**config.mk**
```make
export PLATFORM = sky130hd
export DESIGN_NAME = mshr_top
export DESIGN_NICKNAME = d
export VERILOG_FILES = /design/src/mshr_pkg.sv /design/src/mshr_ctrl.sv /design/src/mshr_entry_array.sv /design/src/mshr_oh_pick.sv /design/src/mshr_req_arbiter.sv /design/src/mshr_top.sv
export SDC_FILE = /design/constraint.sdc
export NUM_CORES = 1
export LEC_CHECK = 0
export BUFFER_PORTS_ARGS = -buffer_cell sky130_fd_sc_hd__buf_4
export CAP_MARGIN = 20
export CORE_MARGIN = 8
export CORE_UTILIZATION = 40
export DETAILED_ROUTE_END_ITERATION = 10
export GPL_ROUTABILITY_DRIVEN = 1
export MAX_ROUTING_LAYER = met4
export PLACE_DENSITY_LB_ADDON = 0.25
export REMOVE_ABC_BUFFERS = 1
export SYNTH_ARGS = -nofsm -noshare
export SYNTH_HDL_FRONTEND = slang
export SYNTH_SLANG_ARGS = --single-unit
```
**constraint.sdc**
```tcl
create_clock -name i_clk -period 16.5 [get_ports i_clk]
set_input_delay 2.475 -clock i_clk [delete_from_list [all_inputs] [get_ports i_clk]]
set_output_delay 2.475 -clock i_clk [all_outputs]
set_load 0.1 [all_outputs]
```
**src/mshr_pkg.sv**
```systemverilog
package mshr_pkg;

  // ---------------------------------------------------------------------
  // Sizes
  // ---------------------------------------------------------------------
  localparam int REQ_PORT_NUM = 2;                     // Load pipes
  localparam int ENTRY_NUM    = 4;
  localparam int ENTRY_IDX_W  = $clog2(ENTRY_NUM);
  localparam int PADDR_W      = 32;
  localparam int LINE_BYTES   = 16;
  localparam int LINE_OFS_W   = $clog2(LINE_BYTES);
  localparam int LINE_DATA_W  = LINE_BYTES * 8;

  typedef logic [PADDR_W-1:0]     paddr_t;
  typedef logic [LINE_DATA_W-1:0] line_data_t;
  typedef logic [ENTRY_NUM-1:0]   entry_oh_t;              // One bit per entry

  // ---------------------------------------------------------------------
  // Port payloads
  // ---------------------------------------------------------------------
  typedef struct packed {
    logic   valid;
    paddr_t paddr;
  } miss_req_t;

  typedef struct packed {
    logic      allocated;  // Entry owns this line now
    logic      full;       // Refused, retry later
    entry_oh_t entry_oh;
  } miss_resp_t;

  typedef struct packed {
    logic                   valid;
    paddr_t                 addr;   // Line address, offset cleared
    logic [ENTRY_IDX_W-1:0] tag;
  } l2_req_t;

  typedef struct packed {
    logic                   valid;
    logic [ENTRY_IDX_W-1:0] tag;
    line_data_t             data;
  } l2_resp_t;

  typedef struct packed {
    logic       valid;
    paddr_t     paddr;
    line_data_t data;
  } l1d_wr_t;

  typedef struct packed {
    logic      valid;
    entry_oh_t resolve_oh;
    entry_oh_t entry_valid;
  } resolve_t;

endpackage

```
**src/mshr_ctrl.sv**
```systemverilog
`timescale 1ns/10ps

module mshr_ctrl (
  input  logic                           i_clk,
  input  logic                           i_reset_n,
  input  logic [mshr_pkg::ENTRY_IDX_W:0] i_alloc_cnt,
  input  mshr_pkg::entry_oh_t            i_finish,
  output logic [mshr_pkg::ENTRY_IDX_W:0] o_free_cnt,
  output mshr_pkg::entry_oh_t            o_alloc_ptr_oh,
  output mshr_pkg::entry_oh_t            o_retire_ptr_oh,
  output logic                           o_full,
  output logic                           o_empty
);

  logic [mshr_pkg::ENTRY_IDX_W:0]     r_free_cnt;
  mshr_pkg::entry_oh_t                r_alloc_ptr_oh;
  mshr_pkg::entry_oh_t                r_retire_ptr_oh;
  logic                               w_retire;
  logic [2*mshr_pkg::ENTRY_NUM-1:0]   w_alloc_rot;

  assign w_retire    = |i_finish;
  // Upper half of the doubled vector is the rotated pointer
  assign w_alloc_rot = {r_alloc_ptr_oh, r_alloc_ptr_oh} << i_alloc_cnt;

  // --------------------------------------------------------------------
  // Free counter and ring pointers
  // --------------------------------------------------------------------
  always_ff @(posedge i_clk, negedge i_reset_n) begin
    if (!i_reset_n) begin
      r_free_cnt      <= (mshr_pkg::ENTRY_IDX_W+1)'(mshr_pkg::ENTRY_NUM);
      r_alloc_ptr_oh  <= mshr_pkg::entry_oh_t'(1);
      r_retire_ptr_oh <= mshr_pkg::entry_oh_t'(1);
    end else begin
      r_free_cnt <= r_free_cnt - i_alloc_cnt + (mshr_pkg::ENTRY_IDX_W+1)'(w_retire);
      r_alloc_ptr_oh <= w_alloc_rot[2*mshr_pkg::ENTRY_NUM-1:mshr_pkg::ENTRY_NUM];
      if (w_retire) begin
        // Step one entry in allocation order
        r_retire_ptr_oh <= {r_retire_ptr_oh[mshr_pkg::ENTRY_NUM-2:0],
                            r_retire_ptr_oh[mshr_pkg::ENTRY_NUM-1]};
      end
    end
  end

  assign o_free_cnt      = r_free_cnt;
  assign o_alloc_ptr_oh  = r_alloc_ptr_oh;
  assign o_retire_ptr_oh = r_retire_ptr_oh;
  assign o_full          = (r_free_cnt == '0);
  assign o_empty         = (r_free_cnt == (mshr_pkg::ENTRY_IDX_W+1)'(mshr_pkg::ENTRY_NUM));

  // --------------------------------------------------------------------
  // Checks
  // --------------------------------------------------------------------

  // Entries leave strictly in order, one at a time
  a_one_finish: assert property (
    @(posedge i_clk) disable iff (!i_reset_n)
    $onehot0(i_finish)
  );

  // Counter must never report more space than the ring holds
  a_free_bound: assert property (
    @(posedge i_clk) disable iff (!i_reset_n)
    r_free_cnt <= (mshr_pkg::ENTRY_IDX_W+1)'(mshr_pkg::ENTRY_NUM)
  );

  // Arbiter refuses everything when no entry is free
  a_full_no_alloc: assert property (
    @(posedge i_clk) disable iff (!i_reset_n)
    o_full |-> (i_alloc_cnt == '0)
  );

endmodule

```
**src/mshr_entry_array.sv**
```systemverilog
`timescale 1ns/10ps

module mshr_entry_array (
  input  logic                 i_clk,
  input  logic                 i_reset_n,
  input  mshr_pkg::entry_oh_t  i_alloc_oh,
  input  mshr_pkg::paddr_t     i_alloc_paddr [mshr_pkg::ENTRY_NUM],
  input  mshr_pkg::entry_oh_t  i_l2_sent_oh,
  input  mshr_pkg::l2_resp_t   i_l2_resp,
  input  mshr_pkg::entry_oh_t  i_wr_sel_oh,
  input  mshr_pkg::entry_oh_t  i_retire_ptr_oh,
  output mshr_pkg::entry_oh_t  o_entry_valid,
  output mshr_pkg::paddr_t     o_entry_paddr [mshr_pkg::ENTRY_NUM],
  output mshr_pkg::line_data_t o_entry_data [mshr_pkg::ENTRY_NUM],
  output mshr_pkg::entry_oh_t  o_send_ready,
  output mshr_pkg::entry_oh_t  o_wr_ready,
  output mshr_pkg::entry_oh_t  o_finish,
  output mshr_pkg::resolve_t   o_resolve
);

  typedef enum logic [2:0] {
    ST_FREE,
    ST_ALLOC,    // Waiting for the L2 handshake
    ST_SENT,
    ST_GOT,      // Line stored, waiting for the L1D write
    ST_WRITTEN
  } state_e;

  state_e               r_state [mshr_pkg::ENTRY_NUM];
  mshr_pkg::paddr_t     r_paddr [mshr_pkg::ENTRY_NUM];
  mshr_pkg::line_data_t r_data  [mshr_pkg::ENTRY_NUM];
  mshr_pkg::entry_oh_t  w_valid;
  mshr_pkg::entry_oh_t  w_resp_hit;

  assign w_resp_hit = i_l2_resp.valid ? (mshr_pkg::entry_oh_t'(1) << i_l2_resp.tag) : '0;

  // --------------------------------------------------------------------
  // Per-entry FSM and storage
  // --------------------------------------------------------------------
  for (genvar e = 0; e < mshr_pkg::ENTRY_NUM; e++) begin : g_entry
    always_ff @(posedge i_clk, negedge i_reset_n) begin
      if (!i_reset_n) begin
        r_state[e] <= ST_FREE;
      end else begin
        case (r_state[e])
          ST_FREE:    r_state[e] <= i_alloc_oh[e]   ? ST_ALLOC   : ST_FREE;
          ST_ALLOC:   r_state[e] <= i_l2_sent_oh[e] ? ST_SENT    : ST_ALLOC;
          ST_SENT:    r_state[e] <= w_resp_hit[e]   ? ST_GOT     : ST_SENT;
          ST_GOT:     r_state[e] <= i_wr_sel_oh[e]  ? ST_WRITTEN : ST_GOT;
          ST_WRITTEN: r_state[e] <= o_finish[e]     ? ST_FREE    : ST_WRITTEN;
          default:    r_state[e] <= ST_FREE;
        endcase
      end
    end

    always_ff @(posedge i_clk) begin
      if (i_alloc_oh[e]) begin
        r_paddr[e] <= i_alloc_paddr[e];
      end
      if (w_resp_hit[e]) begin
        r_data[e] <= i_l2_resp.data;  // Readable from the next cycle
      end
    end

    assign w_valid[e]      = (r_state[e] != ST_FREE);
    assign o_send_ready[e] = (r_state[e] == ST_ALLOC);
    assign o_wr_ready[e]   = (r_state[e] == ST_GOT);
    assign o_finish[e]     = (r_state[e] == ST_WRITTEN) & i_retire_ptr_oh[e];
    assign o_entry_paddr[e] = r_paddr[e];
    assign o_entry_data[e]  = r_data[e];

    // Arbiter only hands out free slots
    a_alloc_free: assert property (
      @(posedge i_clk) disable iff (!i_reset_n)
      i_alloc_oh[e] |-> (r_state[e] == ST_FREE)
    );

    // L2 returns only tags that were requested and not yet answered
    a_resp_sent: assert property (
      @(posedge i_clk) disable iff (!i_reset_n)
      w_resp_hit[e] |-> (r_state[e] == ST_SENT)
    );
  end

  assign o_entry_valid          = w_valid;
  assign o_resolve.valid        = i_l2_resp.valid;  // Same cycle as the response
  assign o_resolve.resolve_oh   = w_resp_hit;
  assign o_resolve.entry_valid  = w_valid;

endmodule

```
**src/mshr_oh_pick.sv**
```systemverilog
`timescale 1ns/10ps

module mshr_oh_pick #(
  parameter type T = mshr_pkg::paddr_t
) (
  input  mshr_pkg::entry_oh_t i_valid,
  input  mshr_pkg::entry_oh_t i_ptr_oh,
  input  T                    i_data [mshr_pkg::ENTRY_NUM],
  output logic                o_valid,
  output mshr_pkg::entry_oh_t o_sel_oh,
  output T                    o_data
);

  mshr_pkg::entry_oh_t w_upper;      // Candidates at or above the pointer
  mshr_pkg::entry_oh_t w_upper_lsb;
  mshr_pkg::entry_oh_t w_all_lsb;    // Wrap-around choice
  logic [$bits(T)-1:0] w_data_or;

  assign w_upper     = i_valid & ~(i_ptr_oh - 1'b1);
  assign w_upper_lsb = w_upper & (~w_upper + 1'b1);
  assign w_all_lsb   = i_valid & (~i_valid + 1'b1);

  assign o_sel_oh = (|w_upper) ? w_upper_lsb : w_all_lsb;
  assign o_valid  = |i_valid;

  // One-hot OR mux
  always_comb begin
    w_data_or = '0;
    for (int e = 0; e < mshr_pkg::ENTRY_NUM; e++) begin
      w_data_or = w_data_or | (i_data[e] & {$bits(T){o_sel_oh[e]}});
    end
  end

  assign o_data = T'(w_data_or);

endmodule

```
**src/mshr_req_arbiter.sv**
```systemverilog
`timescale 1ns/10ps

module mshr_req_arbiter (
  input  mshr_pkg::miss_req_t            i_miss_req [mshr_pkg::REQ_PORT_NUM],
  input  mshr_pkg::entry_oh_t            i_entry_valid,
  input  mshr_pkg::entry_oh_t            i_entry_finish,
  input  mshr_pkg::paddr_t               i_entry_paddr [mshr_pkg::ENTRY_NUM],
  input  mshr_pkg::entry_oh_t            i_alloc_ptr_oh,
  input  logic [mshr_pkg::ENTRY_IDX_W:0] i_free_cnt,
  output mshr_pkg::miss_resp_t           o_miss_resp [mshr_pkg::REQ_PORT_NUM],
  output mshr_pkg::entry_oh_t            o_alloc_oh,
  output mshr_pkg::paddr_t               o_alloc_paddr [mshr_pkg::ENTRY_NUM],
  output logic [mshr_pkg::ENTRY_IDX_W:0] o_alloc_cnt
);

  function automatic logic same_line(mshr_pkg::paddr_t a, mshr_pkg::paddr_t b);
    return a[mshr_pkg::PADDR_W-1:mshr_pkg::LINE_OFS_W] ==
           b[mshr_pkg::PADDR_W-1:mshr_pkg::LINE_OFS_W];
  endfunction

  function automatic mshr_pkg::paddr_t line_addr(mshr_pkg::paddr_t a);
    return {a[mshr_pkg::PADDR_W-1:mshr_pkg::LINE_OFS_W], {mshr_pkg::LINE_OFS_W{1'b0}}};
  endfunction

  // --------------------------------------------------------------------
  // Conflict check, ranking and placement, in port order
  // --------------------------------------------------------------------
  always_comb begin
    logic [2*mshr_pkg::ENTRY_NUM-1:0] rot;
    logic [mshr_pkg::ENTRY_IDX_W:0]   rank;
    mshr_pkg::entry_oh_t              hit_entry;
    mshr_pkg::entry_oh_t              port_oh;
    mshr_pkg::entry_oh_t              target_oh;
    logic                             port_hit;
    logic                             conflict;
    logic                             no_conflict;
    logic                             granted;

    rank        = '0;
    o_alloc_oh  = '0;
    o_alloc_cnt = '0;
    for (int e = 0; e < mshr_pkg::ENTRY_NUM; e++) begin
      o_alloc_paddr[e] = '0;
    end

    for (int p = 0; p < mshr_pkg::REQ_PORT_NUM; p++) begin
      // Outstanding misses, skipping the one that leaves this cycle
      for (int e = 0; e < mshr_pkg::ENTRY_NUM; e++) begin
        hit_entry[e] = i_miss_req[p].valid & i_entry_valid[e] & ~i_entry_finish[e] &
                       same_line(i_miss_req[p].paddr, i_entry_paddr[e]);
      end

      // Lower ports that already got an entry for this line
      port_hit = 1'b0;
      port_oh  = '0;
      for (int q = 0; q < p; q++) begin
        if (!port_hit && i_miss_req[p].valid && o_miss_resp[q].allocated &&
            same_line(i_miss_req[p].paddr, i_miss_req[q].paddr)) begin
          port_hit = 1'b1;
          port_oh  = o_miss_resp[q].entry_oh;
        end
      end

      conflict    = (|hit_entry) | port_hit;
      no_conflict = i_miss_req[p].valid & ~conflict;
      if (no_conflict) begin
        rank = rank + 1'b1;  // 1-based position among new lines
      end
      granted   = no_conflict & (rank <= i_free_cnt);
      rot       = {i_alloc_ptr_oh, i_alloc_ptr_oh} << (rank - 1'b1);
      target_oh = granted ? rot[2*mshr_pkg::ENTRY_NUM-1:mshr_pkg::ENTRY_NUM] : '0;

      o_miss_resp[p].allocated = granted | conflict;
      o_miss_resp[p].full      = no_conflict & ~granted;
      if (granted) begin
        o_miss_resp[p].entry_oh = target_oh;
      end else if (|hit_entry) begin
        o_miss_resp[p].entry_oh = hit_entry;
      end else begin
        o_miss_resp[p].entry_oh = port_oh;  // Zero when refused or idle
      end

      if (granted) begin
        o_alloc_oh  = o_alloc_oh | target_oh;
        o_alloc_cnt = o_alloc_cnt + 1'b1;
        for (int e = 0; e < mshr_pkg::ENTRY_NUM; e++) begin
          if (target_oh[e]) begin
            o_alloc_paddr[e] = line_addr(i_miss_req[p].paddr);
          end
        end
      end
    end
  end

endmodule

```
**src/mshr_top.sv**
```systemverilog
`timescale 1ns/10ps

module mshr_top (
  input  logic                 i_clk,
  input  logic                 i_reset_n,
  input  mshr_pkg::miss_req_t  i_miss_req [mshr_pkg::REQ_PORT_NUM],
  output mshr_pkg::miss_resp_t o_miss_resp [mshr_pkg::REQ_PORT_NUM],
  output mshr_pkg::l2_req_t    o_l2_req,
  input  logic                 i_l2_req_ready,
  input  mshr_pkg::l2_resp_t   i_l2_resp,
  output mshr_pkg::l1d_wr_t    o_l1d_wr,
  output mshr_pkg::resolve_t   o_resolve,
  output logic                 o_full,
  output logic                 o_empty
);

  logic [mshr_pkg::ENTRY_IDX_W:0]   w_free_cnt;
  logic [mshr_pkg::ENTRY_IDX_W:0]   w_alloc_cnt;
  logic [mshr_pkg::ENTRY_IDX_W-1:0] w_send_tag;
  mshr_pkg::entry_oh_t              w_alloc_ptr_oh;
  mshr_pkg::entry_oh_t              w_retire_ptr_oh;
  mshr_pkg::entry_oh_t              w_alloc_oh;
  mshr_pkg::paddr_t                 w_alloc_paddr [mshr_pkg::ENTRY_NUM];
  mshr_pkg::entry_oh_t              w_entry_valid;
  mshr_pkg::entry_oh_t              w_finish;
  mshr_pkg::paddr_t                 w_entry_paddr [mshr_pkg::ENTRY_NUM];
  mshr_pkg::line_data_t             w_entry_data  [mshr_pkg::ENTRY_NUM];
  mshr_pkg::entry_oh_t              w_send_ready;
  mshr_pkg::entry_oh_t              w_wr_ready;
  mshr_pkg::entry_oh_t              w_l2_sent_oh;

  // Send pick
  logic                             w_send_valid;
  mshr_pkg::entry_oh_t              w_send_sel_oh;
  mshr_pkg::paddr_t                 w_send_paddr;

  // Fill write pick
  logic                             w_wr_valid;
  mshr_pkg::entry_oh_t              w_wr_sel_oh;
  mshr_pkg::l1d_wr_t                w_wr_cand [mshr_pkg::ENTRY_NUM];
  mshr_pkg::l1d_wr_t                w_wr_pick;

  mshr_ctrl u_ctrl (
    .i_clk           (i_clk),
    .i_reset_n       (i_reset_n),
    .i_alloc_cnt     (w_alloc_cnt),
    .i_finish        (w_finish),
    .o_free_cnt      (w_free_cnt),
    .o_alloc_ptr_oh  (w_alloc_ptr_oh),
    .o_retire_ptr_oh (w_retire_ptr_oh),
    .o_full          (o_full),
    .o_empty         (o_empty)
  );

  mshr_req_arbiter u_arbiter (
    .i_miss_req     (i_miss_req),
    .i_entry_valid  (w_entry_valid),
    .i_entry_finish (w_finish),
    .i_entry_paddr  (w_entry_paddr),
    .i_alloc_ptr_oh (w_alloc_ptr_oh),
    .i_free_cnt     (w_free_cnt),
    .o_miss_resp    (o_miss_resp),
    .o_alloc_oh     (w_alloc_oh),
    .o_alloc_paddr  (w_alloc_paddr),
    .o_alloc_cnt    (w_alloc_cnt)
  );

  mshr_entry_array u_entries (
    .i_clk           (i_clk),
    .i_reset_n       (i_reset_n),
    .i_alloc_oh      (w_alloc_oh),
    .i_alloc_paddr   (w_alloc_paddr),
    .i_l2_sent_oh    (w_l2_sent_oh),
    .i_l2_resp       (i_l2_resp),
    .i_wr_sel_oh     (w_wr_sel_oh),
    .i_retire_ptr_oh (w_retire_ptr_oh),
    .o_entry_valid   (w_entry_valid),
    .o_entry_paddr   (w_entry_paddr),
    .o_entry_data    (w_entry_data),
    .o_send_ready    (w_send_ready),
    .o_wr_ready      (w_wr_ready),
    .o_finish        (w_finish),
    .o_resolve       (o_resolve)
  );

  // --------------------------------------------------------------------
  // L2 read request
  // --------------------------------------------------------------------
  mshr_oh_pick #(.T(mshr_pkg::paddr_t)) u_send_pick (
    .i_valid  (w_send_ready),
    .i_ptr_oh (w_retire_ptr_oh),
    .i_data   (w_entry_paddr),
    .o_valid  (w_send_valid),
    .o_sel_oh (w_send_sel_oh),
    .o_data   (w_send_paddr)
  );

  always_comb begin
    w_send_tag = '0;
    for (int e = 0; e < mshr_pkg::ENTRY_NUM; e++) begin
      if (w_send_sel_oh[e]) begin
        w_send_tag = (mshr_pkg::ENTRY_IDX_W)'(e);
      end
    end
  end

  assign w_l2_sent_oh = w_send_sel_oh & {mshr_pkg::ENTRY_NUM{w_send_valid & i_l2_req_ready}};
  assign o_l2_req     = '{valid: w_send_valid, addr: w_send_paddr, tag: w_send_tag};

  // --------------------------------------------------------------------
  // L1D fill write
  // --------------------------------------------------------------------
  for (genvar e = 0; e < mshr_pkg::ENTRY_NUM; e++) begin : g_wr_cand
    assign w_wr_cand[e] = '{valid: w_wr_ready[e], paddr: w_entry_paddr[e],
                            data: w_entry_data[e]};
  end

  mshr_oh_pick #(.T(mshr_pkg::l1d_wr_t)) u_wr_pick (
    .i_valid  (w_wr_ready),
    .i_ptr_oh (w_retire_ptr_oh),  // Oldest first
    .i_data   (w_wr_cand),
    .o_valid  (w_wr_valid),
    .o_sel_oh (w_wr_sel_oh),
    .o_data   (w_wr_pick)
  );

  assign o_l1d_wr = '{valid: w_wr_valid, paddr: w_wr_pick.paddr, data: w_wr_pick.data};

endmodule

```
==> run_results.csv <==
group,metric,value,unit
outcome,outcome,"finished, final reports clean",
worst_setup_path,path_common_cell,"sky130_fd_sc_hd__buf_4",
route,vias_per_cell,5.951,
global_routing,number_of_global_route_vias_before_repair,21570,
yosys,synth.lib_cells_used.distinct,69,
worst_setup_path,worst_r2r_path_cells,25,
hold_path,hold_depth,1,
power_and_ir_drop,power_leakage,13.57,nW
timing,timing_hold_violations_final,0,
floorplanning,std_cell_rows,101,
floorplanning,die_x,291.4,µm
route,drtAntennaViolNets,0,
hold_path,hold_path.class,"flip-flop to flip-flop",
cts,cts_buffers,72,
route,remaining_drc_errors,0,
global_routing,grt.busiest_layer,"met2",
power_and_ir_drop,power.switching,2.126,mW
cts,cts_root_buf,"sky130_fd_sc_hd__clkbuf_16",
timing,slew_headroom,24.59,%
global_routing,grt_util_met1,30.58,%
worst_setup_path,crit_required,14.03,ns
yosys,synth_async_sr_flop_share,3.555,%
floorplanning,fp.dieArea,84890,µm²
route,detailedRoute.firstPassIterationCount,11,
yosys,ys.warnings.count,0,
power_and_ir_drop,power.density_cell_area,145.4,nW/µm²
timing,final_min_period_over_clock_period,70.72,%
timing,clock.fmax,85.70,MHz
global_routing,grt_first_pass_wirelength,151300,µm
timing,rsz_0062_raised_after_global_routing,"false",
cells_and_area,final_cell_mix,"624 x sky130_fd_sc_hd__edfxtp_1, 436 x sky130_fd_sc_hd__buf_4, 407 x sky130_fd_sc_hd__nand2_1, 215 x sky130_fd_sc_hd__xnor2_1, 184 x sky130_fd_sc_hd__a222oi_1",
cells_and_area,syn_to_final_growth,20.23,%
worst_setup_path,cpLargestDelayFamily,"simple AND/OR/NAND/NOR gates",
timing,skew,0.03395,ns
cts,cts.hold.buffers_added,0,
placed_design,dpl-instance-area,34050,µm²
worst_setup_path,worstPathMaxFanout,31,
worst_setup_path,end_kind,"primary output",
cells_and_area,nets,2812,
worst_setup_path,worst_ep_arrival_time,9.19,ns
cells_and_area,layout_commonest_cell,"sky130_fd_sc_hd__edfxtp_1",
route,detail_route.iter0.violations,2776,
yosys,post_synthesis_cell_area,30330,µm²
cells_and_area,finalInstanceArea,36470,µm²
yosys,synth_enable_flop_cells,624,
power_and_ir_drop,vdd_ir_drop_max,0.1091,mV
timing,layout_min_cycle_time,11.67,ns
yosys,yosys_register_bits,647,
cells_and_area,post-route-util,48.26,%
worst_setup_path,worstSetupPathType,"input port to primary output",
yosys,synth-main-ff-cell,"sky130_fd_sc_hd__edfxtp_1",
cts,tritoncts,"done",
yosys,synth_seq_area_share,63.69,%
floorplanning,core-area,75570,µm²
worst_setup_path,crit_cells,27,
power_and_ir_drop,power_frac_comb,33.3,%
placed_design,hpwl,69860,µm
cts,clk_transition_reported_paths,0.06,ns
cts,post_cts_resized,0,
global_routing,grtUsageMet2,38.92,%
worst_setup_path,max_stage_delay,0.54,ns
yosys,post_synth.cell_area_avg,13.22,µm²
placed_design,place.gp.congestion,0.9987,
global_routing,number_of_antenna_violations_at_the_first_check_in_global_routing,7,
route,dr_total_vias,21690,
worst_setup_path,crit_path_start_kind,"input port",
timing,setup_failing_eps_final,0,
cts,cts-root-to-sink-buffers,3,
worst_setup_path,slowest_stage,"sky130_fd_sc_hd__xnor2_1",
worst_setup_path,critical_path.n_buffers_inverters,8,
floorplanning,floorplan_die_height,291.4,µm
floorplanning,initial_core_util,40.14,%
timing,timing.final.max_slew_violations,0,
timing,max_slew.worst_pin.slew,1.131,ns
route,route.detailed.wl_per_inst,28.98,µm
power_and_ir_drop,pwr-share-seq,36.4,%
floorplanning,design.portCount,419,
power_and_ir_drop,power.share.clock,30.3,%
global_routing,met3_usage,6.490,%
global_routing,grt_start_max_net_pins,129,
timing,timing.setup.tns,0,ns
cts,cts_sinks,647,
power_and_ir_drop,internal_power,3.177,mW
cts,insertion_delay,0.62,ns
power_and_ir_drop,switching_share,40.09,%
global_routing,globalRoute.totalOverflow,0,
global_routing,grt_use_total,24.43,%
route,wire_length_after_detailed_routing,105600,µm
run,total_of_max_cap_violations,0,
cts,number_of_h_tree_branching_levels,3,
yosys,post_synth_inst_count,2294,
cells_and_area,post_route_cells_drive_above_1_share,25.83,%
cts,cts_setup_buffers,0,
placed_design,io_buffer_count,402,
## metal layers
| layer | part of all wire [%] | vias up |
|---|---|---|
| met5 | 0 | - |
| met4 | 2.9 | 0 |
| met3 | 10 | 160 |
| met2 | 48 | 1169 |
| met1 | 39 | 10830 |
| li1 | - | 9538 |
## final cells by class
cell class	instances	area, µm²
tap	978	1224
timing repair buffer	440	3353
multi-input combinational	1389	9960
antenna	7	17.52
sequential	647	19320
clock inverter	41	483.0
inverter	51	193.9
fill	6641	39100
clock buffer	92	1919
## final timing paths
check	startpoint	end	slack [ns]
worst max register to register	u_entries.r_state[1]$_DFF_PN0_	u_entries.r_paddr[1][7]$_DFFE_PP_	8.39
worst min register to register	u_ctrl.o_free_cnt[2]$_DFF_PN1_	u_ctrl.o_free_cnt[2]$_DFF_PN1_	0.53
worst max-delay path	i_miss_req[52]	o_miss_resp[1]	4.83
worst min-delay path	u_ctrl.o_free_cnt[2]$_DFF_PN1_	u_ctrl.o_free_cnt[2]$_DFF_PN1_	0.53
min in group asynchronous	i_reset_n	u_entries.r_state[1]$_DFF_PN0_	1.75
max in group asynchronous	i_reset_n	u_ctrl.o_free_cnt[2]$_DFF_PN1_	14.45
## cell families (layout without fill, tap and decap cells)
| family | count (synthesis) | count (layout) | synth area share (%) |
|---|---|---|---|
| simple gates | 743 | 743 | 11.60 |
| buf+inv | 265 | 624 | 3.845 |
| compound gates | 308 | 308 | 10.49 |
| mux | 65 | 65 | 2.545 |
| other cells | 1 | 15 | 0.01236 |
| flops | 647 | 647 | 63.69 |
| fa+ha+maj | 11 | 11 | 0.4785 |
| xor+xnor | 254 | 254 | 7.335 |
## synth_stat cells (all sizes together) (20+ instances only)
library cell	number	area (µm²)
nand4	131	819.5
nor4	29	181.4
mux2	57	641.9
o41ai	56	843.3
nand2	409	1535
a222oi	184	1842
nor3	67	340.3
dfrtp	20	500.5
nor2	27	101.4
clkbuf	126	473.0
xnor2	215	1883
xor2	39	341.6
edfxtp	624	18740
buf	88	501.7
inv	51	191.4
## stage by stage
stage / hold WS [ns] / power [mW] / instances / setup WS [ns]
floorplan: 0.4888 / 3.262 / 2087 / 0.08993
global placement: 0.5009 / 3.718 / 3505 / 5.015
detailed placement: 0.5194 / 3.731 / 3505 / 5.040
CTS: 0.5306 / 5.342 / 3638 / 5.007
global route: 0.5541 / 5.466 / 3645 / 4.668
finish: 0.5261 / 5.304 / 3645 / 4.832
## power groups by stage
| stage | logic, mW | registers (mW) | clock network [mW] |
|---|---|---|---|
| after floorplan | 1.30 | 1.96 | 0 |
| after global placement | 1.76 | 1.96 | 0 |
| after detailed placement | 1.77 | 1.96 | 0 |
| after CTS | 1.77 | 1.93 | 1.64 |
| after global routing | 1.83 | 1.94 | 1.70 |
| final | 1.77 | 1.93 | 1.61 |
## registers in the layout, indices dropped and copies added (netlist names)
register	cells
u_entries.r_data	512
u_entries.r_paddr	112
u_entries.r_state	12
u_ctrl.o_alloc_ptr_oh	4
u_ctrl.o_retire_ptr_oh	4
u_ctrl.o_free_cnt	3
Note: power is estimated with default switching activity, not from simulation.
